===== src/rtl/eeprom_params.svh =====
`ifndef EEPROM_PARAMS_SVH
`define EEPROM_PARAMS_SVH

// ~~~~~~~~~~~~~~~~~~~~~~~~~~~~~~
// Storage geometry
// ~~~~~~~~~~~~~~~~~~~~~~~~~~~~~~

// Number of byte locations
`define EE_DEPTH        2048

// Block select (3 bits) plus word address (8 bits)
`define EE_ADDR_W       11

// ~~~~~~~~~~~~~~~~~~~~~~~~~~~~~~
// Serial bus
// ~~~~~~~~~~~~~~~~~~~~~~~~~~~~~~

// Upper nibble of a control byte that selects this device
`define EE_DEV_TYPE     4'b1010

// Flops per line in the input synchronizer, at least 2
`define EE_SYNC_STAGES  2

`endif


===== src/rtl/bus_line_sync.sv =====
`default_nettype none

`include "eeprom_params.svh"

module bus_line_sync (
    input  logic sda,
    input  logic rst_n,
    input  logic scl,
    input  logic data_in,
    output logic scl_s,
    output logic data_s,
    output logic scl_rise,
    output logic scl_fall,
    output logic start_det,
    output logic stop_det
);

    localparam int STAGES = `EE_SYNC_STAGES;

    logic [STAGES-1:0] scl_ff;
    logic [STAGES-1:0] data_ff;
    logic              scl_new;
    logic              data_new;

    assign scl_new  = scl_ff[STAGES-1];
    assign data_new = data_ff[STAGES-1];

    // Idle bus is high on both lines
    always_ff @(posedge sda)
    begin
        if (!rst_n)
        begin
            scl_ff    <= '1;
            data_ff   <= '1;
            scl_s     <= 1'b1;
            data_s    <= 1'b1;
            scl_rise  <= 1'b0;
            scl_fall  <= 1'b0;
            start_det <= 1'b0;
            stop_det  <= 1'b0;
        end
        else
        begin
            scl_ff    <= {scl_ff[STAGES-2:0], scl};
            data_ff   <= {data_ff[STAGES-2:0], data_in};
            scl_s     <= scl_new;
            data_s    <= data_new;
            scl_rise  <= scl_new && !scl_s;
            scl_fall  <= !scl_new && scl_s;
            // Data moves while the clock stays high
            start_det <= scl_new && scl_s && !data_new && data_s;
            stop_det  <= scl_new && scl_s && data_new && !data_s;
        end
    end

endmodule

`default_nettype wire


===== config.mk =====
export PLATFORM = sky130hd
export DESIGN_NAME = bus_line_sync
export DESIGN_NICKNAME = d
export VERILOG_FILES = /design/src/rtl/bus_line_sync.sv
export VERILOG_INCLUDE_DIRS = /design/src /design/src/rtl
export SDC_FILE = /design/constraint.sdc
export NUM_CORES = 1
export LEC_CHECK = 0
export BUFFER_PORTS_ARGS = -buffer_cell sky130_fd_sc_hd__clkbuf_2
export CORE_AREA = 4 4 41 43
export CTS_BUF_LIST = sky130_fd_sc_hd__clkbuf_2
export CTS_CLUSTER_SIZE = 30
export DETAILED_ROUTE_END_ITERATION = 12
export DIE_AREA = 0 0 45 47
export GPL_ROUTABILITY_DRIVEN = 0
export PLACE_DENSITY_LB_ADDON = 0.05
export SKIP_CTS_REPAIR_TIMING = 1
export SLEW_MARGIN = 20
export SYNTH_ARGS = -nofsm -noshare
export SYNTH_HDL_FRONTEND = slang
export SYNTH_SLANG_ARGS = --single-unit

===== constraint.sdc =====
create_clock -name sda -period 0.9 [get_ports sda]
set_input_delay 0.045 -clock sda [delete_from_list [all_inputs] [get_ports sda]]
set_output_delay 0.045 -clock sda [all_outputs]
set_load 0.02 [all_outputs]

## After elaboration in Yosys (flattened, before gate mapping)

Cells that the tools add are included.
W data, S select, Z words.

- Register bits after elaboration: 10
- Output and inout bits: 6
- Logic and storage cells: 19

- Reduce and logical (&&, ||, !) cells: 11

Operator list:

| operator | count |
|---|---|
| $logic_and A1 B1 Y1 | 7 |
| $logic_not A1 Y1 | 4 |

## Depth between registers and ports, before layout

- Depth after elaboration: 3
- Gate-level depth with buffers: 2
- Depth with buffers taken out: 2

## Worst setup path before layout

No wires, ideal clock.

- Path type: flip-flop to flip-flop
- From: register scl_s
- To: register stop_det
- Setup time: 73 ps
- Arrival time: 732 ps
- Required time: 827 ps
- Setup slack: 95 ps
- Stages on the path, launching flop included: 3
- Cells stage by stage: dfxtp_1 nand3_2 nor3b_2

- Word-level cells in the longest chain between the ends: 3

Ends and longest elaborated chain:

| item | line | RTL |
|---|---|---|
| start, declared | bus_line_sync.sv:10 | `output logic scl_s,` |
| start signal, assigned | bus_line_sync.sv:46 | `scl_s <= scl_new;` |
| $logic_and A1 B1 Y1 (3 in a row) | bus_line_sync.sv:52 | `stop_det <= scl_new && scl_s && data_new && !data_s;` |
| end signal, assigned | bus_line_sync.sv:52 |  |
| end, declared | bus_line_sync.sv:15 | `output logic stop_det` |

Every way passes these cells.
A chain may end at the register's enable or synchronous reset.

## Worst setup path in the final report

- From: register scl_s
- To: output scl_s

No word-level cell between the ends.

==> impl_metrics.env <==
export IMPL_critical_path_startpoint="scl_s$_SDFF_PN1_"
export IMPL_r2r_slack_ns=0.22
export IMPL_r2r_end="stop_det$_SDFF_PN0_"
export IMPL_dpl_cell_count=46
export IMPL_clk_latency_ns=0.25
export IMPL_cp_max_fo=3
export IMPL_cts_sinks=10
export IMPL_cp_data_required_time_ns=0.85
export IMPL_worst_path_max_delay_cell="dfxtp_2"
export IMPL_drive_gt1_share_pct=45.9
export IMPL_vias=182
export IMPL_path_depth=1
export IMPL_hold_path_depth=2
export IMPL_period_minus_slack_ns=0.821
export IMPL_hp_class="in2reg"
export IMPL_ioPinCount=10
export IMPL_grtUsageTotal_pct=4.91
export IMPL_leakagePower_uw=0.000189
export IMPL_antenna_found_initial=0
export IMPL_initial_core_util_pct=22.4
export IMPL_finalSetupViolations=0
export IMPL_clk_pin_slew_ns=0.11
export IMPL_synthDistinctLibCells=8
export IMPL_first_global_vias=151
export IMPL_total_power_uw=755
export IMPL_vdd_ir_drop_max_uv=697
export IMPL_syn_avg_cell_area_sq_um=13.3
export IMPL_die_area_sq_um=2120
export IMPL_finalNonFillerCells=52
export IMPL_path_class="reg2out"
export IMPL_fp_coreArea_sq_um=1300
export IMPL_final_util_pct=30.5
export IMPL_maxCapViolations=0
export IMPL_clockPowerShare_pct=32.3
export IMPL_cp_start_kind="register"
export IMPL_swShare_pct=23.3
export IMPL_rsz0062_at_grt="no"
export IMPL_grt_first_pass_wirelength_microns=641
export IMPL_wl_per_cell_microns=8.44
export IMPL_grt_overflow_total=0
export IMPL_critPathTopFamily="flip-flops"
export IMPL_area_growth_pct=36.1
export IMPL_rows=13
export IMPL_postRouteAntennaNets=0
export IMPL_cts_tree="built"
export IMPL_drc=0
export IMPL_switchingPower_uw=176
export IMPL_r2r_start="scl_ff[1]$_SDFF_PN1_"
export IMPL_ys_warn_count=0
export IMPL_fin_skew_ns=0.0134
export IMPL_path_buf_inv=1
export IMPL_hold_violations=0
export IMPL_synthesis_nets=26
export IMPL_reg2reg_depth=2
export IMPL_port_buffers=9
export IMPL_maxSlewHeadroom_pct=90.4
export IMPL_fp_dieW_microns=45
export IMPL_cts_root_buf="clkbuf_2"
export IMPL_post_drt_via_cell_ratio=3.50
export IMPL_numCtsBuffers=3
export IMPL_drt_total_wl_microns=439
export IMPL_yosysSeqAreaShare_pct=68.7
export IMPL_seqPwrFrac_pct=61.4
export IMPL_die_y_microns=47
export IMPL_max_freq_mhz=1220
export IMPL_firstDrtPassIters=3
export IMPL_cpPeakStageDelay_ns=0.36
export IMPL_ys_ff_latch=10
export IMPL_cts_htree_levels=1
export IMPL_synthesis_area_sq_um=292
export IMPL_end_kind="primary output"
export IMPL_cp_endpoint="scl_s"
export IMPL_power_density_nw_per_um2=1900
export IMPL_drt_first_iter_violations=3
export IMPL_outcome="finished clean"
export IMPL_cts_buffer_depth=2
export IMPL_worstMarginPinSlew_ns=0.144
export IMPL_worstPathCellList="clkbuf_2"
export IMPL_grt_start_max_net_pins=9
export IMPL_n_antenna_cell=0
export IMPL_slew_viol_final=0
export IMPL_setup_tns_ns=0
export IMPL_power_frac_comb_pct=6.3
export IMPL_crit_arrival_ns=0.78
export IMPL_finalCritPeriodShare_pct=91.2
export IMPL_finalNetCount=42
export IMPL_synthCells=22
export IMPL_intPower_uw=579
[cell type report]
cell class,instances,area [sq um]
clock inverters,1,3.75
clock buffers,3,15.0
repair buffers,11,65.1
inverters,1,3.75
well taps,15,18.8
fillers,151,905
multi-input cells,11,87.6
flip-flops and latches,10,203
[flip-flops by register name, indices dropped and copies added, names as in the netlist]
register	flops
data_ff	2
data_s	1
scl_fall	1
scl_ff	2
scl_rise	1
scl_s	1
start_det	1
stop_det	1
[power groups by stage]
stage | combinational (uW) | clock (uW) | sequential (uW)
6_report | 47.5 | 244 | 463
5_1_grt | 53.2 | 300 | 465
4_1_cts | 41.8 | 267 | 463
3_5_place_dp | 41.5 | 0 | 473
3_3_place_gp | 40.9 | 0 | 473
2_1_floorplan | 16.2 | 0 | 480
[cell usage after synthesis]
| cell | count | share of area [%] |
|---|---|---|
| inv_1 | 1 | 1.3 |
| nor2_1 | 1 | 1.3 |
| or2b_1 | 4 | 10 |
| nand2b_1 | 2 | 4.3 |
| nor3b_2 | 2 | 8.6 |
| and3_1 | 1 | 2.1 |
| nand3_2 | 1 | 3.4 |
| dfxtp_1 | 10 | 69 |
[worst min-delay path by stage]
stage / start / end / slack (ns)
after floorplan: rst_n / scl_ff[1]$_SDFF_PN1_ / 0.12
after global placement: data_in / data_ff[0]$_SDFF_PN1_ / 0.23
after detailed placement: scl / scl_ff[0]$_SDFF_PN1_ / 0.23
after CTS: scl / scl_ff[0]$_SDFF_PN1_ / -0.04
after global routing: rst_n / scl_ff[1]$_SDFF_PN1_ / 0.04
final: rst_n / scl_ff[1]$_SDFF_PN1_ / 0.06
[kinds of logic (layout without fill, tap and decap cells)]
| kind of cell | Yosys count | count (layout) | share of synthesized area, % |
|---|---|---|---|
| buffers and inverters | 1 | 16 | 1.29 |
| and+or+nand+nor | 11 | 11 | 30.0 |
| DFF | 10 | 10 | 68.7 |
[per-stage QoR]
stage	cell area (sq um)	setup slack, ns	hold WS, ns
4_1_cts	374	0.00992	-0.0447
5_1_grt	397	0.00503	0.0374
6_report	397	0.0789	0.0580
3_5_place_dp	355	0.207	0.226
3_3_place_gp	355	0.225	0.226
2_1_floorplan	292	0.0953	0.118
[layout by cell type, fill, tap and decap left out]
master	instances
clkinv_1	1
inv_1	1
nand2b_1	2
dfxtp_1	8
or2b_1	4
nor2_1	1
dlygate4sd3_1	2
nor3b_2	2
and3_1	1
clkbuf_2	12
dfxtp_2	2
nand3_2	1
[layer usage]
layer  GRT usage (%)  wire (microns)  vias up
li1                -               -       98
met1            5.28             193       73
met2            5.93             177       11
met3            6.90              69        0
met4               0               0        0
met5               0               0        -
(Power assumes the default switching activity.)
