### config.mk
export PLATFORM = sky130hd
export DESIGN_NAME = host_mem_port_flat
export DESIGN_NICKNAME = d
export VERILOG_FILES = /design/src/rtl/eeprom_pkg.sv /design/src/rtl/mem_port_if.sv /design/src/rtl/host_mem_port.sv /design/src/flat_wrapper.sv
export VERILOG_INCLUDE_DIRS = /design/src /design/src/rtl
export SDC_FILE = /design/constraint.sdc
export NUM_CORES = 1
export LEC_CHECK = 0
export BUFFER_PORTS_ARGS = -buffer_cell sky130_fd_sc_hd__buf_2
export CAP_MARGIN = 20
export CORE_UTILIZATION = 36
export CTS_CLUSTER_DIAMETER = 40
export DETAILED_ROUTE_END_ITERATION = 6
export GPL_TIMING_DRIVEN = 0
export PLACE_DENSITY = 0.73
export SYNTH_ARGS = -nofsm -noshare
export SYNTH_HDL_FRONTEND = slang
export SYNTH_SLANG_ARGS = --single-unit
### constraint.sdc
create_clock -name sda -period 2 [get_ports sda]
set_clock_uncertainty 0.2 [all_clocks]
set_input_delay 0.3 -clock sda [delete_from_list [all_inputs] [get_ports sda]]
set_output_delay 0.3 -clock sda [all_outputs]
set_load 0.005 [all_outputs]
### src/rtl/eeprom_params.svh
`ifndef EEPROM_PARAMS_SVH
`define EEPROM_PARAMS_SVH

// ~~~~~~~~~~~~~~~~~~~~~~~~~~~~~~
// Storage geometry
// ~~~~~~~~~~~~~~~~~~~~~~~~~~~~~~

// Number of byte locations
`define EE_DEPTH        2048

// Block select (3 bits) plus word address (8 bits)
`define EE_ADDR_W       11

// ~~~~~~~~~~~~~~~~~~~~~~~~~~~~~~
// Serial bus
// ~~~~~~~~~~~~~~~~~~~~~~~~~~~~~~

// Upper nibble of a control byte that selects this device
`define EE_DEV_TYPE     4'b1010

// Flops per line in the input synchronizer, at least 2
`define EE_SYNC_STAGES  2

`endif

### src/rtl/eeprom_pkg.sv
`default_nettype none

`include "eeprom_params.svh"

package eeprom_pkg;

    typedef logic [`EE_ADDR_W-1:0] mem_addr_t;
    typedef logic [7:0]            mem_data_t;
    typedef logic [7:0]            ctrl_byte_t;

    // Serial protocol engine
    typedef enum logic [3:0] {
        ST_IDLE,
        ST_GET_CTRL,
        ST_ACK_CTRL,
        ST_GET_ADDR,
        ST_ACK_ADDR,
        ST_GET_DATA,
        ST_ACK_DATA,
        ST_SEND_DATA,
        ST_WAIT_MACK,
        ST_IGNORE
    } slave_state_t;

    typedef enum logic {
        OWN_SERIAL,
        OWN_HOST
    } arb_owner_t;

endpackage

`default_nettype wire

### src/rtl/mem_port_if.sv
`default_nettype none

interface mem_port_if;

    import eeprom_pkg::*;

    logic      req;
    logic      we;
    mem_addr_t addr;
    mem_data_t wdata;
    logic      gnt;
    mem_data_t rdata;

    modport requester (
        output req,
        output we,
        output addr,
        output wdata,
        input  gnt,
        input  rdata
    );

    modport arbiter (
        input  req,
        input  we,
        input  addr,
        input  wdata,
        output gnt,
        output rdata
    );

endinterface

`default_nettype wire

### src/rtl/host_mem_port.sv
`default_nettype none

module host_mem_port (
    input  logic                  sda,
    input  logic                  rst_n,
    input  logic                  host_rd,
    input  logic                  host_wr,
    input  eeprom_pkg::mem_addr_t host_addr,
    input  eeprom_pkg::mem_data_t host_wdata,
    output logic                  host_done,
    output eeprom_pkg::mem_data_t host_rdata,
    mem_port_if.requester         mem
);

    import eeprom_pkg::*;

    logic      req_q;
    logic      rd_wait;
    logic      we_q;
    logic      accept;
    mem_addr_t addr_q;
    mem_data_t wdata_q;

    // New strobes only count when nothing is in flight
    assign accept = !req_q && !rd_wait && (host_rd || host_wr);

    assign mem.req   = req_q;
    assign mem.we    = we_q;
    assign mem.addr  = addr_q;
    assign mem.wdata = wdata_q;

    always_ff @(posedge sda)
    begin
        if (!rst_n)
        begin
            req_q     <= 1'b0;
            rd_wait   <= 1'b0;
            host_done <= 1'b0;
        end
        else
        begin
            rd_wait   <= mem.gnt && !we_q;
            host_done <= (mem.gnt && we_q) || rd_wait;
            if (mem.gnt)
                req_q <= 1'b0;
            else if (accept)
                req_q <= 1'b1;
        end
    end

    always_ff @(posedge sda)
    begin
        if (accept)
        begin
            we_q    <= host_wr;
            addr_q  <= host_addr;
            wdata_q <= host_wdata;
        end
        if (rd_wait)
            host_rdata <= mem.rdata;
    end

    a_one_strobe: assert property (@(posedge sda) disable iff (!rst_n)
        !(host_rd && host_wr));

endmodule

`default_nettype wire

### src/flat_wrapper.sv
// flat-port wrapper written by rule: the top's interface ports become plain ports
module host_mem_port_flat import eeprom_pkg::*;
  (sda, rst_n, host_rd, host_wr, host_addr, host_wdata, host_done, host_rdata, mem_req, mem_we, mem_addr, mem_wdata, mem_gnt, mem_rdata);
  mem_port_if mem_i ();
  input  logic sda;
  input  logic rst_n;
  input  logic host_rd;
  input  logic host_wr;
  input  eeprom_pkg::mem_addr_t host_addr;
  input  eeprom_pkg::mem_data_t host_wdata;
  output logic host_done;
  output eeprom_pkg::mem_data_t host_rdata;
  output wire logic [$bits(mem_i.req)-1:0] mem_req;
  output wire logic [$bits(mem_i.we)-1:0] mem_we;
  output wire logic [$bits(mem_i.addr)-1:0] mem_addr;
  output wire logic [$bits(mem_i.wdata)-1:0] mem_wdata;
  input wire logic [$bits(mem_i.gnt)-1:0] mem_gnt;
  input wire logic [$bits(mem_i.rdata)-1:0] mem_rdata;
  assign mem_req = mem_i.req;
  assign mem_we = mem_i.we;
  assign mem_addr = mem_i.addr;
  assign mem_wdata = mem_i.wdata;
  assign mem_i.gnt = mem_gnt;
  assign mem_i.rdata = mem_rdata;
  host_mem_port u_core (.sda(sda), .rst_n(rst_n), .host_rd(host_rd), .host_wr(host_wr), .host_addr(host_addr), .host_wdata(host_wdata), .host_done(host_done), .host_rdata(host_rdata), .mem(mem_i));
endmodule
### Word-level counts from Yosys, hierarchy flattened

Cells that the tools add are included.
W data, S select, Z words.

| cells by class | value |
|---|---|
| reduce and logical (&&, ||, !) cells | 10 |
| bitwise operators | 1 |

Operators by type and width:

| operator | number |
|---|---|
| $logic_and A1 B1 Y1 | 4 |
| $logic_not A1 Y1 | 3 |
| $logic_or A1 B1 Y1 | 2 |
| $reduce_or A2 Y1 | 1 |
| $not A1 Y1 | 1 |

| storage, ports and cells | value |
|---|---|
| word-level logic and storage cells | 18 |
| flip-flop bits (word level) | 31 |
| bits of input ports | 32 |

### Logic depth before layout (Yosys ltp)

Gate-level depths: netlist of the first run.

| depth | value |
|---|---|
| depth after elaboration | 3 |
| gate-level depth with buffers | 2 |
| gate-level depth less buffers | 2 |

### Least setup slack after synthesis of the first run

Ideal clock, no wire load.

| timing | value |
|---|---|
| path type | reg-to-reg |
| from | reg u_core.rd_wait |
| to | reg u_core.addr_q[0], in the netlist u_core.mem.addr[0] (enable) |
| buffers on the path | 0 |
| arrival time | 1463 ps |
| cell stages (with the launch flop) | 3 |
| setup slack | -59 ps |
| cells stage by stage | dfxtp_1 > o21bai_4 > nor2_1 |

| on the way | value |
|---|---|
| longest elaborated chain between the ends | 3 |

RTL lines:

| what | line | RTL |
|---|---|---|
| from (decl) | host_mem_port.sv:18 | `logic rd_wait;` |
| from (signal assigned) | host_mem_port.sv:42 | `rd_wait <= mem.gnt && !we_q;` |
| $logic_not A1 Y1 | host_mem_port.sv:25 | `assign accept = !req_q && !rd_wait && (host_rd \|\| host_wr);` |
| $logic_and A1 B1 Y1 (2 in a row) | host_mem_port.sv:25 |  |
| named net u_core.accept | host_mem_port.sv:20 | `logic accept;` |
| to (signal assigned) | host_mem_port.sv:56 | `addr_q <= host_addr;` |
| to (decl) | host_mem_port.sv:21 | `mem_addr_t addr_q;` |

The timed path passes the listed nets, and every way through them passes these cells.
A chain may end at the register's enable or synchronous reset.

### Worst setup path in the final report of the first run

| timing | value |
|---|---|
| from | in host_wr |
| to | reg u_core.addr_q[0], in the netlist u_core.mem.addr[0] (enable) |

| on the way | value |
|---|---|
| longest elaborated chain between the ends | 2 |

RTL lines:

| what | line | RTL |
|---|---|---|
| from (decl) | flat_wrapper.sv:8 | `input logic host_wr;` |
| $logic_or A1 B1 Y1 | host_mem_port.sv:25 |  |
| $logic_and A1 B1 Y1 | host_mem_port.sv:25 |  |
| named net u_core.accept | host_mem_port.sv:20 |  |

The timed path passes the listed nets, and every way through them passes these cells.

==> results of run 1 <==
## power groups by stage
stage | clock [W] | sequential, W | combinational [W]
2_1_floorplan | 0 | 0.000793 | 0.0000205
3_3_place_gp | 0 | 0.000785 | 0.0000986
3_5_place_dp | 0 | 0.000787 | 0.000102
4_1_cts | 0.000345 | 0.000772 | 0.000145
5_1_grt | 0.000379 | 0.000778 | 0.000160
6_report | 0.000332 | 0.000772 | 0.000146
## flip-flops by register name, indices dropped and copies added (netlist names)
name,cells
u_core.rd_wait,1
u_core.host_rdata,8
u_core.mem.req,1
u_core.mem.we,1
u_core.host_done,1
u_core.mem.wdata,8
u_core.mem.addr,11
## layout by cell type, fill, tap and decap left out
| cell type | instances |
|---|---|
| buf_2 | 61 |
| dlygate4sd3_1 | 28 |
| edfxtp_1 | 28 |
| clkbuf_4 | 5 |
| dfxtp_1 | 3 |
| clkbuf_1 | 2 |
| o21bai_4 | 1 |
| nor2_4 | 1 |
| and3b_1 | 1 |
| inv_1 | 1 |
| nand2b_1 | 1 |
| a21oi_2 | 1 |
| a21oi_1 | 1 |
| nor2b_1 | 1 |
| clkinv_2 | 1 |
## metrics by stage
| stage | std cells | area (µm²) | setup WS [ps] | hold WS [ps] |
|---|---|---|---|---|
| floorplan | 39 | 965 | 271 | 199 |
| global placement | 130 | 1310 | 45.5 | 263 |
| finish | 166 | 1640 | 223 | 30.5 |
| detailed placement | 130 | 1310 | -9.95 | 273 |
| global route | 166 | 1640 | 202 | 31.1 |
| CTS | 166 | 1640 | 271 | 19.0 |
## layer usage
metal	vias to the layer above	routed length (µm)	GRT usage
li1	342	-	-
met1	330	795	0.188
met2	40	1120	0.282
met3	0	224	0.105
met4	0	0	0.0526
met5	-	0	0
## worst max path at each step
stage / cells past startpoint / from / slack [ps] / to
5_1_grt: 4 / host_wr / 200 / u_core.mem.addr[1]
3_5_place_dp: 2 / u_core.rd_wait / -10 / u_core.mem.addr[9]
3_3_place_gp: 2 / u_core.rd_wait / 50 / u_core.mem.addr[1]
2_1_floorplan: 2 / u_core.rd_wait / 270 / u_core.mem.addr[0]
4_1_cts: 4 / host_wr / 270 / u_core.mem.addr[8]
6_report: 4 / host_wr / 220 / u_core.mem.addr[0]
## layout make-up
cell class / instances / share of cell area
flip-flops and latches: 31 / 0.548
inverters: 1 / 0.00228
well taps: 30 / 0.0228
multi-input cells: 7 / 0.0396
clock buffers: 7 / 0.0274
clock inverters: 1 / 0.00305
repair buffers: 89 / 0.356
## cells by family after synthesis
kind of cell,Yosys count,share of synthesized area
AOI/OAI and AO/OA,3,0.0338
buffers and inverters,1,0.00390
DFF,31,0.936
and+or+nand+nor,4,0.0260
## what timing repair did
action | CTS | global route
endpoints found under the hold margin | 28 | 0
setup endpoints to repair | 20 | 0
hold buffers | 28 | 0
resized for setup | 1 | 0
setup buffers | 0 | 0
==> flow_summary.ini, run 1 <==
[outcome]
status = complete, no violations

[yosys]
syn_area_per_cell_um2 = 24.7
synth.distinct_cells = 10
ys_async_sr_fraction = 0
synth-edff-count = 28
ys_warn_count = 0
yosysMostFrequentCell = edfxtp_1
synth_common_cells = 28 x edfxtp_1, 3 x dfxtp_1
synth_area_leader_cell = edfxtp_1
synthCells = 39
synth_nets = 71
synth.top_cell.area_share = 0.874
synth-seq-cells = 31
synth-main-ff-cell = edfxtp_1
synth_area_um2 = 962
yosys-top-cells-area = edfxtp_1 87%, dfxtp_1 6.2%, o21bai_4 2.0%, a21oi_2 0.91%, and3b_1 0.91%
synth-seq-area-share = 0.936

[critical_path]
cp_cell_sequence = dlygate4sd3_1 > buf_2 > o21bai_4 > nor2_4
cp-end-kind = flop
r2r_cells = 2
crit_arrival_ps = 1520
crit_type = in2reg
r2r_slack_ps = 290
worstReg2RegStart = u_core.rd_wait
crit_required_ps = 1750
cpMaxStageDelayCell = dlygate4sd3_1
cpLargestDelayFamily = buffers and inverters
critical_path.startpoint_type = input port
path_buf_inv = 2
worst_path_largest_cell_delay_ps = 540
cp_max_fo = 20
worstReg2RegEnd = u_core.mem.addr[0]

[finish]
final_util = 0.657
fillers = 190
area_delta_synth_final_pct = 70.7
nNetsFinal = 167
regArea_um2 = 901
drive_gt1_frac = 0.515
antenna-diode-count = 0
multiInputGateArea_um2 = 65.1

[timing]
min_period_ps = 1780
worst_slew_pin_slew_ps = 555
fin_crit_sh = 0.889
hold_viol = 0
grt_setup_unrepaired = false
fin_tns_setup_ps = 0
finalSetupViolations = 0
slew_violations = 0
relSlewSlack = 0.629
fmax_mhz = 563

[global_routing]
antenna_found_initial = 0
grt_usage = 0.174
grt_start_max_net_pins = 21
grt_pass1_vias = 757
overflow = 0
grt_pass1_wl_mm = 3.24

[cts]
cts_made_buffers = 5
cts-htree-levels = 2
clkTransAtPathRegs_ps = 100
clock-sinks = 31
clock_path_buffers = 2
clkLatencyLatePin_ps = 310
ctsRootBufferMaster = clkbuf_4
cts_tree = yes

[routing]
vias = 712
drtAntennaViolNets = 0
wire_per_inst_um = 12.9
drcViolationCount = 0
drtIter0Drc = 13
vias_per_cell = 4.29
first_pass_iters = 3
routed_wl_mm = 2.14

[place]
dp_hpwl_mm = 1.23
io_buffers = 61
gp_congestion = 0.616

[power]
power.density_nw_per_um2 = 761
power_switching_w = 0.000267
power_frac_seq = 0.617
netSwitchingFraction = 0.214
p_int_w = 0.000984
power_frac_clock = 0.266
p_leak_nw = 0.710
combPwrFrac = 0.117
totalPowerFinal_w = 0.00125
ir_worst_vdd_mv = 0.572

[flow_run]
maxCapViolCount = 0

[floorplan]
dieArea_um2 = 2880
placementRows = 18
fp.coreArea_um2 = 2500
fp.dieW_um = 53.7
ios = 62
start_util = 0.385
die_y_um = 53.7

[worst_hold_path]
hold_class = in2reg
hp-start = rst_n
whs_path_depth = 2
hold_end = u_core.host_done
Note: power is estimated with default switching activity, not from simulation.
==> run 2: changes to the inputs <==
Settings changed: CORE_UTILIZATION 36 to 29, PLACE_DENSITY 0.73 to unset.
==> run 2 against run 1 <==
Critical path depth did not move. Sequential cell count did not move. Global-route usage fell by 4.1 points. Via count did not move. First-iteration DRC count fell by 31%. Cell count rose by 9.0%. Largest power group unchanged. Utilization fell by 12 points.
==> flow_summary.ini, run 2 (synthesized netlist as in run 1, its figures left out) <==
[timing]
min_period_ps = 1720
slew_violations = 0
relSlewSlack = 0.634
finalSetupViolations = 0
fmax_mhz = 582
hold_viol = 0
grt_setup_unrepaired = false
worst_slew_pin_slew_ps = 548
fin_tns_setup_ps = 0
final.setup.worst_slack_ps = 281
fin_crit_sh = 0.859

[power]
p_int_w = 0.000985
ir_worst_vdd_mv = 0.364
power_switching_w = 0.000264
p_leak_nw = 0.714
power_frac_clock = 0.264
netSwitchingFraction = 0.211
combPwrFrac = 0.117
power.density_nw_per_um2 = 747
power_frac_seq = 0.618

[finish]
nNetsFinal = 168
design_area_um2 = 1670
regArea_um2 = 901
drive_gt1_frac = 0.511
fillers = 286
final_util = 0.538
final_common_cell = buf_2
multiInputGateArea_um2 = 65.1
antenna-diode-count = 0
final_cell_mix = 61 x buf_2, 29 x dlygate4sd3_1, 28 x edfxtp_1, 5 x clkbuf_4, 3 x dfxtp_1
area_delta_synth_final_pct = 73.6
largest_reg_flops = 11

[floorplan]
placementRows = 20
dieArea_um2 = 3550
start_util = 0.310
fp.coreArea_um2 = 3100
ios = 62
die_y_um = 59.6
fp.dieW_um = 59.6

[critical_path]
cp-end-kind = flop
cpMaxStageDelayCell = dlygate4sd3_1
worstReg2RegStart = u_core.rd_wait
r2r_cells = 2
path_buf_inv = 2
worst_path_largest_cell_delay_ps = 520
cp_max_fo = 20
crit_type = in2reg
crit_required_ps = 1760
cp_cell_sequence = dlygate4sd3_1 > buf_2 > o21bai_4 > nor2_4
worstReg2RegEnd = u_core.mem.addr[7]
critical_path.startpoint_type = input port
crit_arrival_ps = 1480
cpLargestDelayFamily = buffers and inverters
r2r_slack_ps = 290

[routing]
vias = 712
wire_per_inst_um = 11.7
first_pass_iters = 2
drtIter0Drc = 9
vias_per_cell = 3.93
routed_wl_mm = 2.12
drtAntennaViolNets = 0
drcViolationCount = 0

[cts]
cts-htree-levels = 2
clock_path_buffers = 2
ctsRootBufferMaster = clkbuf_4
post_cts_buffers = 0
clock-sinks = 31
cts_tree = yes
clkLatencyLatePin_ps = 320
cts_made_buffers = 5
clkTransAtPathRegs_ps = 90

[worst_hold_path]
whs_path_depth = 2
hold_end = u_core.rd_wait
hold_class = in2reg
hp-start = mem_gnt

[place]
place_area_um2 = 1330
preCtsSetupSlack_ps = -55.2
io_buffers = 61
gp_congestion = 0.579

[global_routing]
grt_pass1_vias = 730
grt_start_max_net_pins = 21
grt_usage = 0.133
grt_pass1_wl_mm = 3.14
overflow = 0
antenna_found_initial = 0

[outcome]
status = complete, no violations

[flow_run]
maxCapViolCount = 0
-- run 2: worst max path at each step --
| stage | start | to | slack (ps) | cells past startpoint |
|---|---|---|---|---|
| after detailed placement | u_core.rd_wait | u_core.mem.addr[7] | -60 | 2 |
| after floorplan | u_core.rd_wait | u_core.mem.addr[0] | 270 | 2 |
| final | host_wr | u_core.mem.addr[7] | 280 | 4 |
| after CTS | u_core.rd_wait | u_core.mem.addr[10] | 240 | 2 |
| after global placement | u_core.rd_wait | u_core.mem.addr[9] | 10 | 2 |
| after global routing | u_core.rd_wait | u_core.mem.wdata[6] | 180 | 2 |
-- run 2: final cells by class --
cell class / instances / area share
Timing Repair Buffer: 90 / 0.357
Inverter: 1 / 0.00225
Multi-Input combinational cell: 7 / 0.0390
Clock buffer: 7 / 0.0270
Clock inverter: 1 / 0.00300
Sequential cell: 31 / 0.539
Tap cell: 44 / 0.0330
-- run 2: metrics by stage --
step	power, W	hold slack, ps	std cells
global route	0.00131	22.9	181
detailed placement	0.000890	271	144
floorplan	0.000813	199	39
global placement	0.000886	265	144
finish	0.00125	46.0	181
CTS	0.00127	34.1	181
-- run 2: metal layers --
layer | share of wire | GRT usage
met5 | 0 | 0
met1 | 0.36 | 0.113
met2 | 0.54 | 0.247
met4 | 0.026 | 0.0797
met3 | 0.075 | 0.0590
-- run 2: worst reg2reg max path, stage by stage (launching register included) --
cell,delay (ps)
dfxtp_1,450
o21bai_4,260
nor2_4,440
-- run 2: what timing repair did --
| action | 4_1_cts | 5_1_grt |
|---|---|---|
| gates resized for setup | 1 | 0 |
| hold endpoints to repair | 29 | 0 |
| hold buffers | 29 | 0 |
| setup endpoints to repair | 20 | 0 |
-- run 2: power by group through the flow --
stage / clock network [W] / logic, W / registers, W
global placement: 0 / 0.000100 / 0.000786
finish: 0.000330 / 0.000146 / 0.000772
floorplan: 0 / 0.0000205 / 0.000793
detailed placement: 0 / 0.000103 / 0.000787
global route: 0.000373 / 0.000162 / 0.000777
CTS: 0.000348 / 0.000148 / 0.000773
==> run 3: changes to the inputs <==
Settings changed: SETUP_SLACK_MARGIN set to 0.4.
==> run 3 against run 2 <==
Worst setup slack gained 180 ps. Non-clock buffer count unchanged. Cell count is 0.55% higher. First-iteration DRC count shrank 67%.
==> flow_summary.ini, run 3 (synthesized netlist as in run 1, its figures left out) <==
[outcome]
status = complete, no violations

[finish]
final_cell_mix = 61 x buf_2, 29 x dlygate4sd3_1, 28 x edfxtp_1, 5 x clkbuf_4, 3 x dfxtp_1
instances_no_fill = 182
antenna-diode-count = 0
final_common_cell = buf_2
fillers = 289
drive_gt1_frac = 0.522
largest_reg_flops = 11
nNetsFinal = 169
area_delta_synth_final_pct = 77.5
final_util = 0.550

[critical_path]
cp_max_fo = 10
path_buf_inv = 2
cp_cell_sequence = dlygate4sd3_1 > buf_2 > o21bai_4 > nor2_4
critical_path.startpoint_type = input port
crit_arrival_ps = 1330
crit_type = in2reg
worst_path_largest_cell_delay_ps = 510
cp-end-kind = flop
cpLargestDelayFamily = buffers and inverters
cpMaxStageDelayCell = dlygate4sd3_1
crit_required_ps = 1790

[floorplan]
die_y_um = 59.6
fp.coreArea_um2 = 3100
start_util = 0.310
placementRows = 20
fp.dieW_um = 59.6
ios = 62
dieArea_um2 = 3550

[routing]
drtAntennaViolNets = 0
wire_per_inst_um = 11.8
vias = 728
vias_per_cell = 4.00
drcViolationCount = 0
first_pass_iters = 2
drtIter0Drc = 3
routed_wl_mm = 2.15

[timing]
slew_violations = 0
fmax_mhz = 648
finalSetupViolations = 0
final.setup.worst_slack_ps = 458
fin_crit_sh = 0.771
worst_slew_pin_slew_ps = 418
fin_tns_setup_ps = 0
grt_setup_unrepaired = false
relSlewSlack = 0.721
hold_viol = 0
min_period_ps = 1540

[cts]
ctsRootBufferMaster = clkbuf_4
clock-sinks = 31
clkLatencyLatePin_ps = 310
cts_made_buffers = 5
post_cts_buffers = 0
clock_path_buffers = 2
cts_tree = yes
cts-htree-levels = 2
clkTransAtPathRegs_ps = 90

[global_routing]
grt_usage = 0.130
overflow = 0
grt_pass1_vias = 699
antenna_found_initial = 0
grt_pass1_wl_mm = 3.11
grt_start_max_net_pins = 11

[power]
p_leak_nw = 0.731
ir_worst_vdd_mv = 0.454
power.density_nw_per_um2 = 808
totalPowerFinal_w = 0.00138

[worst_hold_path]
hold_class = in2reg

[flow_run]
maxCapViolCount = 0

[place]
numPlacedInstances = 144
dp_hpwl_mm = 1.32
preCtsSetupSlack_ps = 280
io_buffers = 61
gp_congestion = 0.636
[run 3: power by group]
group          total (W)  leakage, nW  switching (W)  internal (W)
clock network   0.000457       0.0426       0.000200      0.000257
logic           0.000151        0.393      0.0000593     0.0000916
registers       0.000773        0.295      0.0000153      0.000758
total            0.00138        0.731       0.000275       0.00111
[run 3: worst paths after layout]
path,from,endpoint,slack (ps),cells after the start
setup reg to reg,u_core.rd_wait,u_core.mem.addr[7],470,2
hold reg to reg,u_core.mem.we,u_core.host_done,360,2
setup / recovery,host_wr,u_core.mem.addr[7],460,4
hold / removal,mem_gnt,u_core.rd_wait,50,2
[run 3: area by class of cell]
cell class              instances  area (µm²)  area share
flip-flops and latches         31         901       0.527
clock inverters                 3        38.8      0.0227
multi-input cells               8        76.3      0.0447
inverters                       1        3.75     0.00220
well taps                      44        55.1      0.0322
clock buffers                   5        37.5      0.0220
repair buffers                 90         596       0.349
[run 3: metrics by stage]
stage / hold slack (ps) / cell area (µm²)
3_3_place_gp: 278 / 1330
2_1_floorplan: 199 / 970
5_1_grt: 26.9 / 1710
6_report: 46.4 / 1710
4_1_cts: 26.6 / 1710
3_5_place_dp: 279 / 1330
[run 3: metal layers]
layer | vias to the layer above | GRT usage | part of all wire
met4 | 0 | 0.0797 | 0.022
met3 | 5 | 0.0524 | 0.090
li1 | 349 | - | -
met1 | 334 | 0.121 | 0.37
met5 | - | 0 | 0
met2 | 40 | 0.234 | 0.52
[run 3: worst reg2reg max path, cell delays in order (launching register included)]
cell and delay (ps):
dfxtp_1 450, o21bai_4 280, nor2_4 280
[run 3: repair_timing]
action	4_1_cts	5_1_grt
hold buffers	29	0
hold endpoints to repair	29	0
gates cloned	1	0
endpoints found under the setup margin	20	20
pin swaps	1	2
resized for setup	1	0
