===== config.mk =====
export PLATFORM = sky130hd
export DESIGN_NAME = serial_slave_fsm_flat
export DESIGN_NICKNAME = d
export VERILOG_FILES = /design/src/rtl/eeprom_pkg.sv /design/src/rtl/mem_port_if.sv /design/src/rtl/serial_slave_fsm.sv /design/src/flat_wrapper.sv
export VERILOG_INCLUDE_DIRS = /design/src /design/src/rtl
export SDC_FILE = /design/constraint.sdc
export NUM_CORES = 1
export LEC_CHECK = 0
export ABC_CLOCK_PERIOD_IN_PS = 2250
export BUFFER_PORTS_ARGS = -buffer_cell sky130_fd_sc_hd__buf_2
export CORE_UTILIZATION = 39
export CTS_BUF_LIST = sky130_fd_sc_hd__clkbuf_16
export DETAILED_ROUTE_END_ITERATION = 8
export SETUP_SLACK_MARGIN = 0.15
export SKIP_LAST_GASP = 1
export SYNTH_ARGS = -nofsm -noshare
export SYNTH_HDL_FRONTEND = slang
export SYNTH_SLANG_ARGS = --single-unit
export TNS_END_PERCENT = 50

===== constraint.sdc =====
create_clock -name sda -period 2.25 [get_ports sda]
set_input_delay 0.45 -clock sda [delete_from_list [all_inputs] [get_ports sda]]
set_output_delay 0.45 -clock sda [all_outputs]
set_load 0.02 [all_outputs]

===== src/rtl/eeprom_params.svh =====
`ifndef EEPROM_PARAMS_SVH
`define EEPROM_PARAMS_SVH

// ~~~~~~~~~~~~~~~~~~~~~~~~~~~~~~
// Storage geometry
// ~~~~~~~~~~~~~~~~~~~~~~~~~~~~~~

// Number of byte locations
`define EE_DEPTH        2048

// Block select (3 bits) plus word address (8 bits)
`define EE_ADDR_W       11

// ~~~~~~~~~~~~~~~~~~~~~~~~~~~~~~
// Serial bus
// ~~~~~~~~~~~~~~~~~~~~~~~~~~~~~~

// Upper nibble of a control byte that selects this device
`define EE_DEV_TYPE     4'b1010

// Flops per line in the input synchronizer, at least 2
`define EE_SYNC_STAGES  2

`endif


===== src/rtl/eeprom_pkg.sv =====
`default_nettype none

`include "eeprom_params.svh"

package eeprom_pkg;

    typedef logic [`EE_ADDR_W-1:0] mem_addr_t;
    typedef logic [7:0]            mem_data_t;
    typedef logic [7:0]            ctrl_byte_t;

    // Serial protocol engine
    typedef enum logic [3:0] {
        ST_IDLE,
        ST_GET_CTRL,
        ST_ACK_CTRL,
        ST_GET_ADDR,
        ST_ACK_ADDR,
        ST_GET_DATA,
        ST_ACK_DATA,
        ST_SEND_DATA,
        ST_WAIT_MACK,
        ST_IGNORE
    } slave_state_t;

    typedef enum logic {
        OWN_SERIAL,
        OWN_HOST
    } arb_owner_t;

endpackage

`default_nettype wire


===== src/rtl/mem_port_if.sv =====
`default_nettype none

interface mem_port_if;

    import eeprom_pkg::*;

    logic      req;
    logic      we;
    mem_addr_t addr;
    mem_data_t wdata;
    logic      gnt;
    mem_data_t rdata;

    modport requester (
        output req,
        output we,
        output addr,
        output wdata,
        input  gnt,
        input  rdata
    );

    modport arbiter (
        input  req,
        input  we,
        input  addr,
        input  wdata,
        output gnt,
        output rdata
    );

endinterface

`default_nettype wire


===== src/rtl/serial_slave_fsm.sv =====
`default_nettype none

`include "eeprom_params.svh"

module serial_slave_fsm (
    input  logic          sda,
    input  logic          rst_n,
    input  logic          scl_rise,
    input  logic          scl_fall,
    input  logic          data_s,
    input  logic          start_det,
    input  logic          stop_det,
    output logic          data_pull,
    mem_port_if.requester mem
);

    import eeprom_pkg::*;

    slave_state_t state;
    slave_state_t get_next;
    slave_state_t ack_next;
    logic [2:0]   bit_cnt;
    mem_data_t    shift_q;
    mem_data_t    byte_in;
    ctrl_byte_t   ctrl_q;
    mem_data_t    word_addr;
    mem_data_t    wdata_q;
    mem_data_t    send_q;
    logic         byte_done;
    logic         ctrl_hit;
    logic         rd_launch;
    logic         wr_launch;
    logic         req_q;
    logic         we_q;
    logic         rd_wait;

    assign byte_in   = {shift_q[6:0], data_s};
    assign byte_done = scl_rise && (bit_cnt == 3'd7);
    assign ctrl_hit  = byte_done && (state == ST_GET_CTRL)
                       && (byte_in[7:4] == `EE_DEV_TYPE);
    assign rd_launch = ctrl_hit && byte_in[0];
    // Write goes out as soon as the ACK clock of the data byte starts
    assign wr_launch = scl_fall && (state == ST_ACK_DATA) && !data_pull;

    assign mem.req   = req_q;
    assign mem.we    = we_q;
    assign mem.addr  = {ctrl_q[3:1], word_addr};
    assign mem.wdata = wdata_q;

    always_comb
    begin
        get_next = ST_IDLE;
        ack_next = ST_IDLE;
        case (state)
            ST_GET_CTRL:
                get_next = (byte_in[7:4] == `EE_DEV_TYPE) ? ST_ACK_CTRL : ST_IGNORE;
            ST_GET_ADDR:
                get_next = ST_ACK_ADDR;
            ST_GET_DATA:
                get_next = ST_ACK_DATA;
            ST_ACK_CTRL:
                ack_next = ctrl_q[0] ? ST_SEND_DATA : ST_GET_ADDR;
            ST_ACK_ADDR:
                ack_next = ST_GET_DATA;
            default:
                ;
        endcase
    end

    // ~~~~~~~~~~~~~~~~~~~~~~~~~~~~~~
    // Protocol state and line drive
    // ~~~~~~~~~~~~~~~~~~~~~~~~~~~~~~

    always_ff @(posedge sda)
    begin
        if (!rst_n)
        begin
            state     <= ST_IDLE;
            bit_cnt   <= '0;
            data_pull <= 1'b0;
            req_q     <= 1'b0;
            rd_wait   <= 1'b0;
        end
        else
        begin
            rd_wait <= mem.gnt && !we_q;
            if (mem.gnt)
                req_q <= 1'b0;
            else if (rd_launch || wr_launch)
                req_q <= 1'b1;

            if (start_det)
            begin
                state   <= ST_GET_CTRL;
                bit_cnt <= '0;
            end
            else if (stop_det)
                state <= ST_IDLE;
            else
            begin
                case (state)
                    ST_GET_CTRL, ST_GET_ADDR, ST_GET_DATA:
                        if (scl_rise)
                        begin
                            bit_cnt <= bit_cnt + 3'd1;
                            if (bit_cnt == 3'd7)
                                state <= get_next;
                        end
                    // First fall pulls for the ninth clock, second fall releases
                    ST_ACK_CTRL, ST_ACK_ADDR, ST_ACK_DATA:
                        if (scl_fall)
                        begin
                            if (!data_pull)
                                data_pull <= 1'b1;
                            else
                            begin
                                state     <= ack_next;
                                bit_cnt   <= '0;
                                data_pull <= (ack_next == ST_SEND_DATA) ? !send_q[7] : 1'b0;
                            end
                        end
                    ST_SEND_DATA:
                        if (scl_fall)
                        begin
                            bit_cnt <= bit_cnt + 3'd1;
                            if (bit_cnt == 3'd7)
                            begin
                                data_pull <= 1'b0;
                                state     <= ST_WAIT_MACK;
                            end
                            else
                                data_pull <= !send_q[6];
                        end
                    ST_WAIT_MACK:
                        if (scl_rise)
                            state <= data_s ? ST_IDLE : ST_IGNORE;
                    ST_IDLE, ST_IGNORE:
                        ;
                    default:
                        state <= ST_IDLE;
                endcase
            end
        end
    end

    // Byte capture and transmit shifter
    always_ff @(posedge sda)
    begin
        if (scl_rise)
            shift_q <= byte_in;
        if (ctrl_hit)
            ctrl_q <= byte_in;
        if (byte_done && (state == ST_GET_ADDR))
            word_addr <= byte_in;
        if (byte_done && (state == ST_GET_DATA))
            wdata_q <= byte_in;
        if (rd_launch)
            we_q <= 1'b0;
        else if (wr_launch)
            we_q <= 1'b1;
        if (rd_wait)
            send_q <= mem.rdata;
        else if (scl_fall && (state == ST_SEND_DATA))
            send_q <= {send_q[6:0], 1'b0};
    end

    a_pull_on_fall: assert property (@(posedge sda)
        $changed(data_pull) |-> $past(scl_fall) || !$past(rst_n));

endmodule

`default_nettype wire


===== src/flat_wrapper.sv =====
// flat-port wrapper written by rule: the top's interface ports become plain ports
module serial_slave_fsm_flat import eeprom_pkg::*;
  (sda, rst_n, scl_rise, scl_fall, data_s, start_det, stop_det, data_pull, mem_req, mem_we, mem_addr, mem_wdata, mem_gnt, mem_rdata);
  mem_port_if mem_i ();
  input  logic sda;
  input  logic rst_n;
  input  logic scl_rise;
  input  logic scl_fall;
  input  logic data_s;
  input  logic start_det;
  input  logic stop_det;
  output logic data_pull;
  output wire logic [$bits(mem_i.req)-1:0] mem_req;
  output wire logic [$bits(mem_i.we)-1:0] mem_we;
  output wire logic [$bits(mem_i.addr)-1:0] mem_addr;
  output wire logic [$bits(mem_i.wdata)-1:0] mem_wdata;
  input wire logic [$bits(mem_i.gnt)-1:0] mem_gnt;
  input wire logic [$bits(mem_i.rdata)-1:0] mem_rdata;
  assign mem_req = mem_i.req;
  assign mem_we = mem_i.we;
  assign mem_addr = mem_i.addr;
  assign mem_wdata = mem_i.wdata;
  assign mem_i.gnt = mem_gnt;
  assign mem_i.rdata = mem_rdata;
  serial_slave_fsm u_core (.sda(sda), .rst_n(rst_n), .scl_rise(scl_rise), .scl_fall(scl_fall), .data_s(data_s), .start_det(start_det), .stop_det(stop_det), .data_pull(data_pull), .mem(mem_i));
endmodule

# After elaboration in Yosys (flattened, before gate mapping)
# Cells that the tools add are included.
# totals
ff_bits	46
in_bits	16
output_inout_bits	22
word_cells	101
# classes
n_addsub	1
eq_ne	27
n_mux	28
bitwise_logic	4
n_reduce_logical	29
# op_table
cell	n
4-bit two-way mux	9
4-bit by 3-bit equality test with 1-bit output (second input constant)	5
4-bit one-hot mux with 5 select lines	1
8-bit two-way mux	2
4-bit inequality test (second input constant)	4
8-bit AND reduction	2
3-bit two-way mux	5
4-bit equality test (second input constant)	3
4-bit by 3-bit inequality test with 1-bit output (second input constant)	3
4-bit one-hot mux with 3 select lines	1
1-bit logical AND	10
3-bit one-hot mux with 3 select lines	1
3-bit OR reduction	3
4-bit by 2-bit equality test with 1-bit output (second input constant)	2
2-bit inequality test (second input constant)	4
4-bit one-hot mux with 2 select lines	1
1-bit two-way mux	7
2-bit by 1-bit inequality test with 1-bit output (second input constant)	3
6-bit AND reduction	1
2-bit OR reduction	3
5-bit AND reduction	1
4-bit by 1-bit equality test with 1-bit output (second input constant)	1
1-bit logical NOT	4
4-bit logical NOT	1
other kinds (8)	12

# Depth between registers and ports, before layout
# Gate-level depths: netlist of run 1.
# depth
ltp_word	8
ltp_mapped	7
depth_no_buf	6

# Worst setup path after synthesis of run 1
# No wires, ideal clock.
# synth_timing
kind	reg-to-reg
from	reg u_core.state[1]
to	reg u_core.state[1]
setup_ns	0.070
arrival_ns	1.719
t_required_ns	2.180
setup_slack_ns	0.461
stages_incl_launch_ff	8
n_path_buf	2
synth_period_minus_slack_ns	1.789
path_cell_list	dfxtp_1 > buf_6 > or2_1 > buf_6 > a21o_1 > and3_4 > or4_1 > a21oi_1
# synth_between
elab_chain_cells	5
elab_cells_between_ends	29
classes_between	16 x eq/ne; 7 x mux; 1 x bitwise; 5 x reduce/logical
# synth_rtl
item	line_no	text
from (decl)	serial_slave_fsm.sv:19	slave_state_t state;
from (signal assigned)	serial_slave_fsm.sv:107	state <= get_next;
from (signal assigned)	serial_slave_fsm.sv:117	state <= ack_next;
from (signal assigned)	serial_slave_fsm.sv:136	state <= data_s ? ST_IDLE : ST_IGNORE;
4-bit by 3-bit equality test with 1-bit output (tied with other cells)	serial_slave_fsm.sv:54, serial_slave_fsm.sv:101	
4-bit one-hot mux with 3 select lines or 4-bit one-hot mux with 2 select lines (tied branches)	serial_slave_fsm.sv:54	case (state)
4-bit two-way mux (on tied branches)	serial_slave_fsm.sv:106, serial_slave_fsm.sv:113	
4-bit two-way mux (on tied branches)	serial_slave_fsm.sv:103, serial_slave_fsm.sv:111	
4-bit one-hot mux with 5 select lines	serial_slave_fsm.sv:101	case (state)
# Several ways; a longest one is shown, not always the timed one. The select of a mux whose other input is x is not followed.
# A chain may end at the register's enable or synchronous reset.

# Worst setup path after layout of run 1
# layout_timing
from	reg u_core.state[3]
to	reg u_core.state[1]
# Same word-level chain as after synthesis.

==> metrics.yaml, run 1 <==
synth_simple_gate_area_share_pct: 14.5
synthXorXnorAreaFrac_pct: 0
synth_edf_count: 35
fmax_mhz: 511
muxShareOfSynthArea_pct: 4.07
synthAdderAreaFrac_pct: 1.29
grt_max_degree: 17
cts_root_buf: "clkbuf_16"
ys_types: 40
cts_made_buffers: 5
tightestPinTransition_ns: 0.499
diodes: 0
holdWs_ns: 0.344
required_ns: 2.46
fin_setup_tns_ns: 0
power_density_mw_per_mm2: 752
hpwl_mm: 2.82
cp_data_arrival_time_ns: 2.17
syn_area_per_cell_um2: 12.9
htree_levels: 2
grt_pass1_wl_mm: 6.44
async_flop_share_pct: 0
synth_compound_area_share_pct: 11.0
die_h_um: 72.5
drtAntennaViolNets: 0
seq_area_frac_synth_pct: 65.6
port_buffers: 37
clock-sinks: 46
drt_first_pass_iters: 4
wl_per_cell_um: 14.9
final_util_pct: 49.3
clk_latency_ns: 0.28
place_congestion: 0.904
cp_max_fo: 15
ios: 38
cts_resized: 0
viasPerCell: 5.22
fin_skew_ns: 0.00430
grt-ovfl-total: 0
rsz0062_at_grt: "no"
clkTransAtPathRegs_ns: 0.06
p_leak_uw: 0.000864
fin_crit_sh_pct: 87.0
crit_path_max_incr_delay_ns: 0.47
synth_area_mm2: 0.00194
final_nets: 210
ys_seq_elements: 46
finalWirelength_mm: 3.88
synth_top_family_by_area: "simple AND/OR/NAND/NOR gates"
vias: 1357
grt_pass1_vias: 1354
max_slew_margin_pct: 66.7
track_usage_pct: 16.4
finalSetupViolCount: 0
cts_max_path_buffers: 2
antenna_found_initial: 0
crit_type: "register to register"
peakVddDrop_mv: 0.522
syn-num-nets: 168
hold_viol: 0
die_w_um: 72.5
post_cts_buffers: 0
drc_errors: 0
synth_cells: 150
drv_slew: 0
power_uw: 1770
final_common_cell: "buf_2"
min_period_ns: 1.96
area_growth_pct: 21.1
min_path_type: "primary input to register"
core_area_mm2: 0.00475
outcome: "complete, no violations"
cp-end-kind: "register"
die_area_mm2: 0.00525
cts_tree: "done"
initial_core_util_pct: 40.7
rows: 25
drive_above_1_share_pct: 31.6
drt_iter0_markers: 77
cts_hold_repair.buffers: 0
cp_slowest_cell: "or4_1"
startpoint_type: "register"
drv_cap: 0
final_cell_mix: "buf_2 (37), edfxtp_1 (35), nor2_1 (11), nand2_1 (11), dfxtp_1 (11)"
synth_ff_type: "edfxtp_1"
yosysWarnings: 0
crit_chain: "nor2b_1 > nand2_1 > a32o_1 > or4_1 > a21oi_1"
[cells in the mapped netlist (2+ instances only)]
cell,number,area share [%]
clkbuf_1,3,0.58
mux2_2,7,4.1
nor2b_1,3,0.97
a21oi_1,8,2.1
nor3_1,2,0.52
inv_1,3,0.58
ha_1,2,1.3
nand3_1,8,2.1
nor3b_1,2,0.77
buf_6,2,1.2
a211oi_1,2,0.77
nor2_1,11,2.1
or3_1,2,0.65
a311oi_1,3,1.4
nand2_1,11,2.1
o21ai_0,6,1.6
nand2b_1,6,1.9
edfxtp_1,35,54
dfxtp_1,11,11
buf_4,3,1.2
[metrics by stage]
stage                     std cells  instance area [um2]  setup slack, ns
after floorplan                 150                 1940            0.461
after global placement          252                 2190            0.397
after detailed placement        252                 2190            0.377
after CTS                       260                 2340            0.356
after global routing            260                 2350            0.220
final                           260                 2350            0.292
[layer usage]
metal  track usage, %  up-vias  wire (um)
met3             3.61        6        235
met2             28.0       58       1930
met1             20.1      645       1660
li1                 -      648          -
met5                0        -          0
met4             6.54        0         59
[final timing paths]
kind,slack (ns),depth (start not counted),start,end
max,0.29,5,u_core.state[3],u_core.state[1]
min,0.34,2,mem_gnt,u_core.mem.req
max reg2reg,0.29,5,u_core.state[3],u_core.state[1]
min reg2reg,0.45,1,u_core.mem.we,u_core.rd_wait
[report_power, final]
part           internal, uW  leakage (uW)  total (uW)  switching (uW)
Sequential              934      0.000413         947            12.9
Combinational          38.5      0.000380        81.6            43.1
Clock                   417     0.0000704         737             320
[layout make-up]
cell class / instances / area, um2
multi-input combinational: 93 / 599
timing repair buffer: 43 / 230
sequential: 46 / 1270
clock inverter: 3 / 25.0
inverter: 3 / 11.3
tap: 67 / 83.8
fill: 454 / 2410
clock buffer: 5 / 125
[worst max-delay path, delay by kind of cell (launching register included)]
kind | cells | cell delay [ns]
and+or+nand+nor | 3 | 1.03
AOI/OAI and AO/OA | 2 | 0.40
DFF | 1 | 0.46
[cells by family (layout without fill, tap and decap cells)]
kind of cell	after synthesis	in the layout
AO/OA/AOI/OAI	31	31
AND/OR/NAND/NOR	53	53
adder cells (fa/ha/maj)	2	2
flip-flops	46	46
buffers and inverters	11	54
multiplexers	7	7
[sequential cells by signal, summed over array words and instances, names as in the netlist]
register	cells
u_core.ctrl_q	4
u_core.state	4
u_core.data_pull	1
u_core.shift_q	7
u_core.bit_cnt	3
u_core.mem.we	1
u_core.rd_wait	1
u_core.mem.wdata	8
u_core.send_q	8
u_core.word_addr	8
u_core.mem.req	1
(Power assumes the default switching activity.)
==> run 2, diff against run 1 <==
--- a/config.mk
+++ b/config.mk
@@ -11,6 +11,7 @@
 export CORE_UTILIZATION = 39
 export CTS_BUF_LIST = sky130_fd_sc_hd__clkbuf_16
 export DETAILED_ROUTE_END_ITERATION = 8
+export REMOVE_ABC_BUFFERS = 1
 export SETUP_SLACK_MARGIN = 0.15
 export SKIP_LAST_GASP = 1
 export SYNTH_ARGS = -nofsm -noshare
==> run 2 against run 1 <==
  * Sequential power about the same
  * Critical endpoint unchanged
  * Utilization up 0.37 points
  * Largest cell class unchanged
  * Worst hold slack better by 0.0037 ns
  * Critical path type unchanged
  * Combinational power up 1%
==> metrics.yaml, run 2 (synthesized netlist as in run 1, its figures left out) <==
outcome: "complete, no violations"
final_nets: 210
r2r_slack_ns: 0.30
min_path_type: "primary input to register"
nFillCells: 443
wl_per_cell_um: 14.9
drive_above_1_share_pct: 31.6
cp-end-kind: "register"
htree_levels: 2
final_common_cell: "buf_2"
finalWirelength_mm: 3.87
final_cell_mix: "buf_2 (37), edfxtp_1 (35), nor2_1 (11), nand2_1 (11), dfxtp_1 (11)"
cts_max_path_buffers: 2
viasPerCell: 5.29
fin_crit_sh_pct: 86.5
place_congestion: 0.920
diodes: 0
drv_slew: 0
hold_path_end: "u_core.mem.req"
reg2reg_depth: 5
drc_errors: 0
area_growth_pct: 22.0
min-delay-start: "mem_gnt"
r2r_start: "u_core.state[1]"
crit_type: "register to register"
drv_cap: 0
vias: 1376
peakVddDrop_mv: 0.351
drt_iter0_markers: 83
tightestPinTransition_ns: 0.464
hpwl_mm: 2.79
clkTransAtPathRegs_ns: 0.06
p_leak_uw: 0.000878
hold_viol: 0
required_ns: 2.47
fin_skew_ns: 0.00767
drtAntennaViolNets: 0
max_slew_margin_pct: 69.0
cts_hold_repair.buffers: 0
rsz0062_at_grt: "no"
r2r-end: "u_core.state[1]"
fin_setup_tns_ns: 0
ios: 38
finalSetupViolCount: 0
grt_max_degree: 16
fmax_mhz: 514
core_area_mm2: 0.00475
cts_resized: 0
track_usage_pct: 16.9
startpoint_type: "register"
min_path_cells: 2
cts_root_buf: "clkbuf_16"
holdWs_ns: 0.348
cts_made_buffers: 5
cts_tree: "done"
cp_max_fo: 9
die_area_mm2: 0.00525
seqCellArea_mm2: 0.00127
drt_first_pass_iters: 4
port_buffers: 37
initial_core_util_pct: 40.7
min_period_ns: 1.95
post_cts_buffers: 0
grt_pass1_vias: 1368
grt-ovfl-total: 0
antenna_found_initial: 0
rows: 25
clk_latency_ns: 0.28
die_w_um: 72.5
grt_pass1_wl_mm: 6.49
clock-sinks: 46
multi_input_area_um2: 598
cp_data_arrival_time_ns: 2.16
power_density_mw_per_mm2: 784
die_h_um: 72.5
[run 2: cell types whose count changed in the layout (fill, tap and decap cells not counted), sizes merged]
cell	before	now
clkinvlp	1	0
bufinv	0	1
[run 2: cell type report]
| cell class | count | share of cell area [%] |
|---|---|---|
| flip-flops and latches | 46 | 53.8 |
| well taps | 67 | 3.55 |
| clock inverters | 3 | 1.85 |
| clock buffers | 5 | 5.29 |
| multi-input cells | 93 | 25.3 |
| repair buffers | 43 | 9.74 |
| inverters | 3 | 0.476 |
[run 2: power by group]
| group | internal (uW) | total, uW | switching, uW |
|---|---|---|---|
| clock | 525 | 824 | 298 |
| combinational | 38.5 | 82.8 | 44.2 |
| sequential | 934 | 948 | 13.1 |
[run 2: worst max path at each step]
stage / from / end / slack [ns]
floorplan: u_core.state[0] / u_core.mem.req / 0.40
global placement: u_core.state[3] / u_core.state[1] / 0.37
detailed placement: u_core.state[1] / u_core.state[1] / 0.38
CTS: u_core.state[1] / u_core.state[1] / 0.33
global route: u_core.state[1] / u_core.state[1] / 0.17
finish: u_core.state[1] / u_core.state[1] / 0.30
[run 2: metrics by stage]
stage               total power [uW]  utilization, %  area [um2]  setup slack (ns)  std cells
global route                    1920            49.7        2360             0.167        260
detailed placement              1050            46.2        2190             0.382        252
finish                          1850            49.7        2360             0.303        260
global placement                1050            46.2        2190             0.374        252
floorplan                       1010               -        1880             0.396        142
CTS                             1880            49.7        2360             0.334        260
[run 2: critical path: stages, from the launching register on]
cell     delay (ns)
dfxtp_1        0.45
or2_1          0.29
o21ai_0        0.17
a32o_1         0.33
or4_1          0.49
a21oi_1        0.14
[run 2: per-layer routing]
metal	wire length, um	share of wire, %	GRT usage, %	up-vias
met5	0	0	0	-
met4	85	2.2	8.93	0
met3	174	4.5	4.58	8
met2	1950	51	29.1	47
met1	1650	43	19.1	673
li1	-	-	-	648
==> run 3, diff against run 2 <==
--- a/config.mk
+++ b/config.mk
@@ -8,6 +8,7 @@
 export LEC_CHECK = 0
 export ABC_CLOCK_PERIOD_IN_PS = 2250
 export BUFFER_PORTS_ARGS = -buffer_cell sky130_fd_sc_hd__buf_2
+export CORE_MARGIN = 10
 export CORE_UTILIZATION = 39
 export CTS_BUF_LIST = sky130_fd_sc_hd__clkbuf_16
 export DETAILED_ROUTE_END_ITERATION = 8
==> run 3 against run 2 <==
  * Utilization fell by 0.39 points
  * Design area decreased by 0.79%
  * Largest cell class unchanged
  * Non-clock buffer count is the same
  * Via count is 3.5% lower
  * Combinational power about the same
  * Clock skew about the same
  * Sequential share of layout area increased by 0.43 points
  * Worst setup slack better by 0.021 ns
  * Critical endpoint unchanged
  * Critical path type unchanged
  * Sequential cell count stayed put
  * Routed wire length increased by 8.7%
  * Count of clock-buffer cells in the layout did not move
  * Critical path depth unchanged
==> metrics.yaml, run 3 (synthesized netlist as in run 1, its figures left out) <==
fin_crit_sh_pct: 85.6
cts_hold_repair.buffers: 0
r2r_start: "u_core.state[3]"
crit_chain: "nor2b_1 > nand2_1 > a32o_1 > or4_1 > a21oi_1"
clk_latency_ns: 0.28
p_leak_uw: 0.000864
fin_setup_tns_ns: 0
min-delay-start: "mem_gnt"
track_usage_pct: 10.7
grt_pass1_wl_mm: 6.98
place_area_mm2: 0.00219
cp_data_arrival_time_ns: 2.14
grt_pass1_vias: 1367
drtAntennaViolNets: 0
hpwl_mm: 3.24
cp-end-kind: "register"
r2r-end: "u_core.state[1]"
drv_cap: 0
peakVddDrop_mv: 0.300
die_w_um: 90.5
ios: 38
required_ns: 2.47
cts_max_path_buffers: 2
min_path_type: "primary input to register"
antenna_found_initial: 0
r2r_slack_ns: 0.32
startpoint_type: "register"
cts_root_buf: "clkbuf_16"
hold_viol: 0
cp_slowest_cell: "or4_1"
power_density_mw_per_mm2: 749
grt_max_degree: 17
drt_first_pass_iters: 4
globalRoute.busiestLayer: "met2"
nFillCells: 434
rsz0062_at_grt: "no"
wl_per_cell_um: 16.2
viasPerCell: 5.11
clock-sinks: 46
power_uw: 1760
finalSetupViolCount: 0
max_slew_margin_pct: 64.9
hold_path_end: "u_core.mem.req"
area_growth_pct: 21.1
drc_errors: 0
rows: 25
port_buffers: 37
final_cell_area_mm2: 0.00234
initial_core_util_pct: 40.7
finalWirelength_mm: 4.20
final_cell_mix: "buf_2 (37), edfxtp_1 (35), nor2_1 (11), nand2_1 (11), dfxtp_1 (11)"
reg2reg_depth: 5
grt_util_met2_pct: 17.1
htree_levels: 2
drive_above_1_share_pct: 31.6
final_util_pct: 49.3
final_nets: 210
met3_usage_pct: 3.91
min_period_ns: 1.93
core_area_mm2: 0.00475
vias: 1328
fin_skew_ns: 0.00755
crit_path_max_incr_delay_ns: 0.47
cts_made_buffers: 5
cp_max_fo: 15
place_congestion: 0.867
crit_type: "register to register"
grtUsageMet1_pct: 12.7
drv_slew: 0
clkTransAtPathRegs_ns: 0.07
tightestPinTransition_ns: 0.514
grt-ovfl-total: 0
die_area_mm2: 0.00818
outcome: "complete, no violations"
cts_resized: 0
cts_tree: "done"
post_cts_buffers: 0
final_common_cell: "buf_2"
drt_iter0_markers: 116
fmax_mhz: 519
min_path_cells: 2
die_h_um: 90.5
pre_cts_slack_ns: 0.326
diodes: 0
worst_slack_ns: 0.324
run 3: changes by cell type in the layout (fill, tap and decap cells not counted), sizes merged:
cell / previous run / this run
bufinv: 1 / 0
clkinvlp: 0 / 1
run 3: per-stage QoR:
| stage | instances | hold WS (ns) |
|---|---|---|
| 3_3_place_gp | 252 | 0.431 |
| 4_1_cts | 260 | 0.352 |
| 2_1_floorplan | 142 | 0.440 |
| 5_1_grt | 260 | 0.345 |
| 6_report | 260 | 0.350 |
| 3_5_place_dp | 252 | 0.435 |
run 3: per-layer routing:
metal  vias to the layer above  wire [um]
met5                         -          0
met4                         0         66
met3                         8        273
met2                        50       2040
met1                       621       1830
li1                        649          -
run 3: critical path, delay by kind of cell, from the launching register on:
kind	cells	cell delay (ns)
flops	1	0.45
compound gates	2	0.41
simple gates	3	1.00
run 3: how the worst max path moves through the flow:
stage / startpoint / to / slack [ns] / cells past startpoint
6_report: u_core.state[3] / u_core.state[1] / 0.32 / 5
5_1_grt: u_core.state[1] / u_core.state[1] / 0.16 / 5
4_1_cts: u_core.state[1] / u_core.state[1] / 0.31 / 5
3_5_place_dp: u_core.state[1] / u_core.state[1] / 0.33 / 5
3_3_place_gp: u_core.state[3] / u_core.state[1] / 0.40 / 5
2_1_floorplan: u_core.state[0] / u_core.mem.req / 0.40 / 5
run 3: cell type report:
type	count	area, um2	area share [%]
flip-flops and latches	46	1270	54.2
inverters	3	11.3	0.480
multi-input cells	93	598	25.5
well taps	67	83.8	3.58
clock buffers	5	125	5.34
clock inverters	3	25.0	1.07
repair buffers	43	230	9.82
run 3: power by group:
group          internal (uW)  switching [uW]  total, uW
Clock                    417             311        728
Sequential               934            12.4        946
Combinational           38.5            44.3       82.8
Total                   1390             368       1760
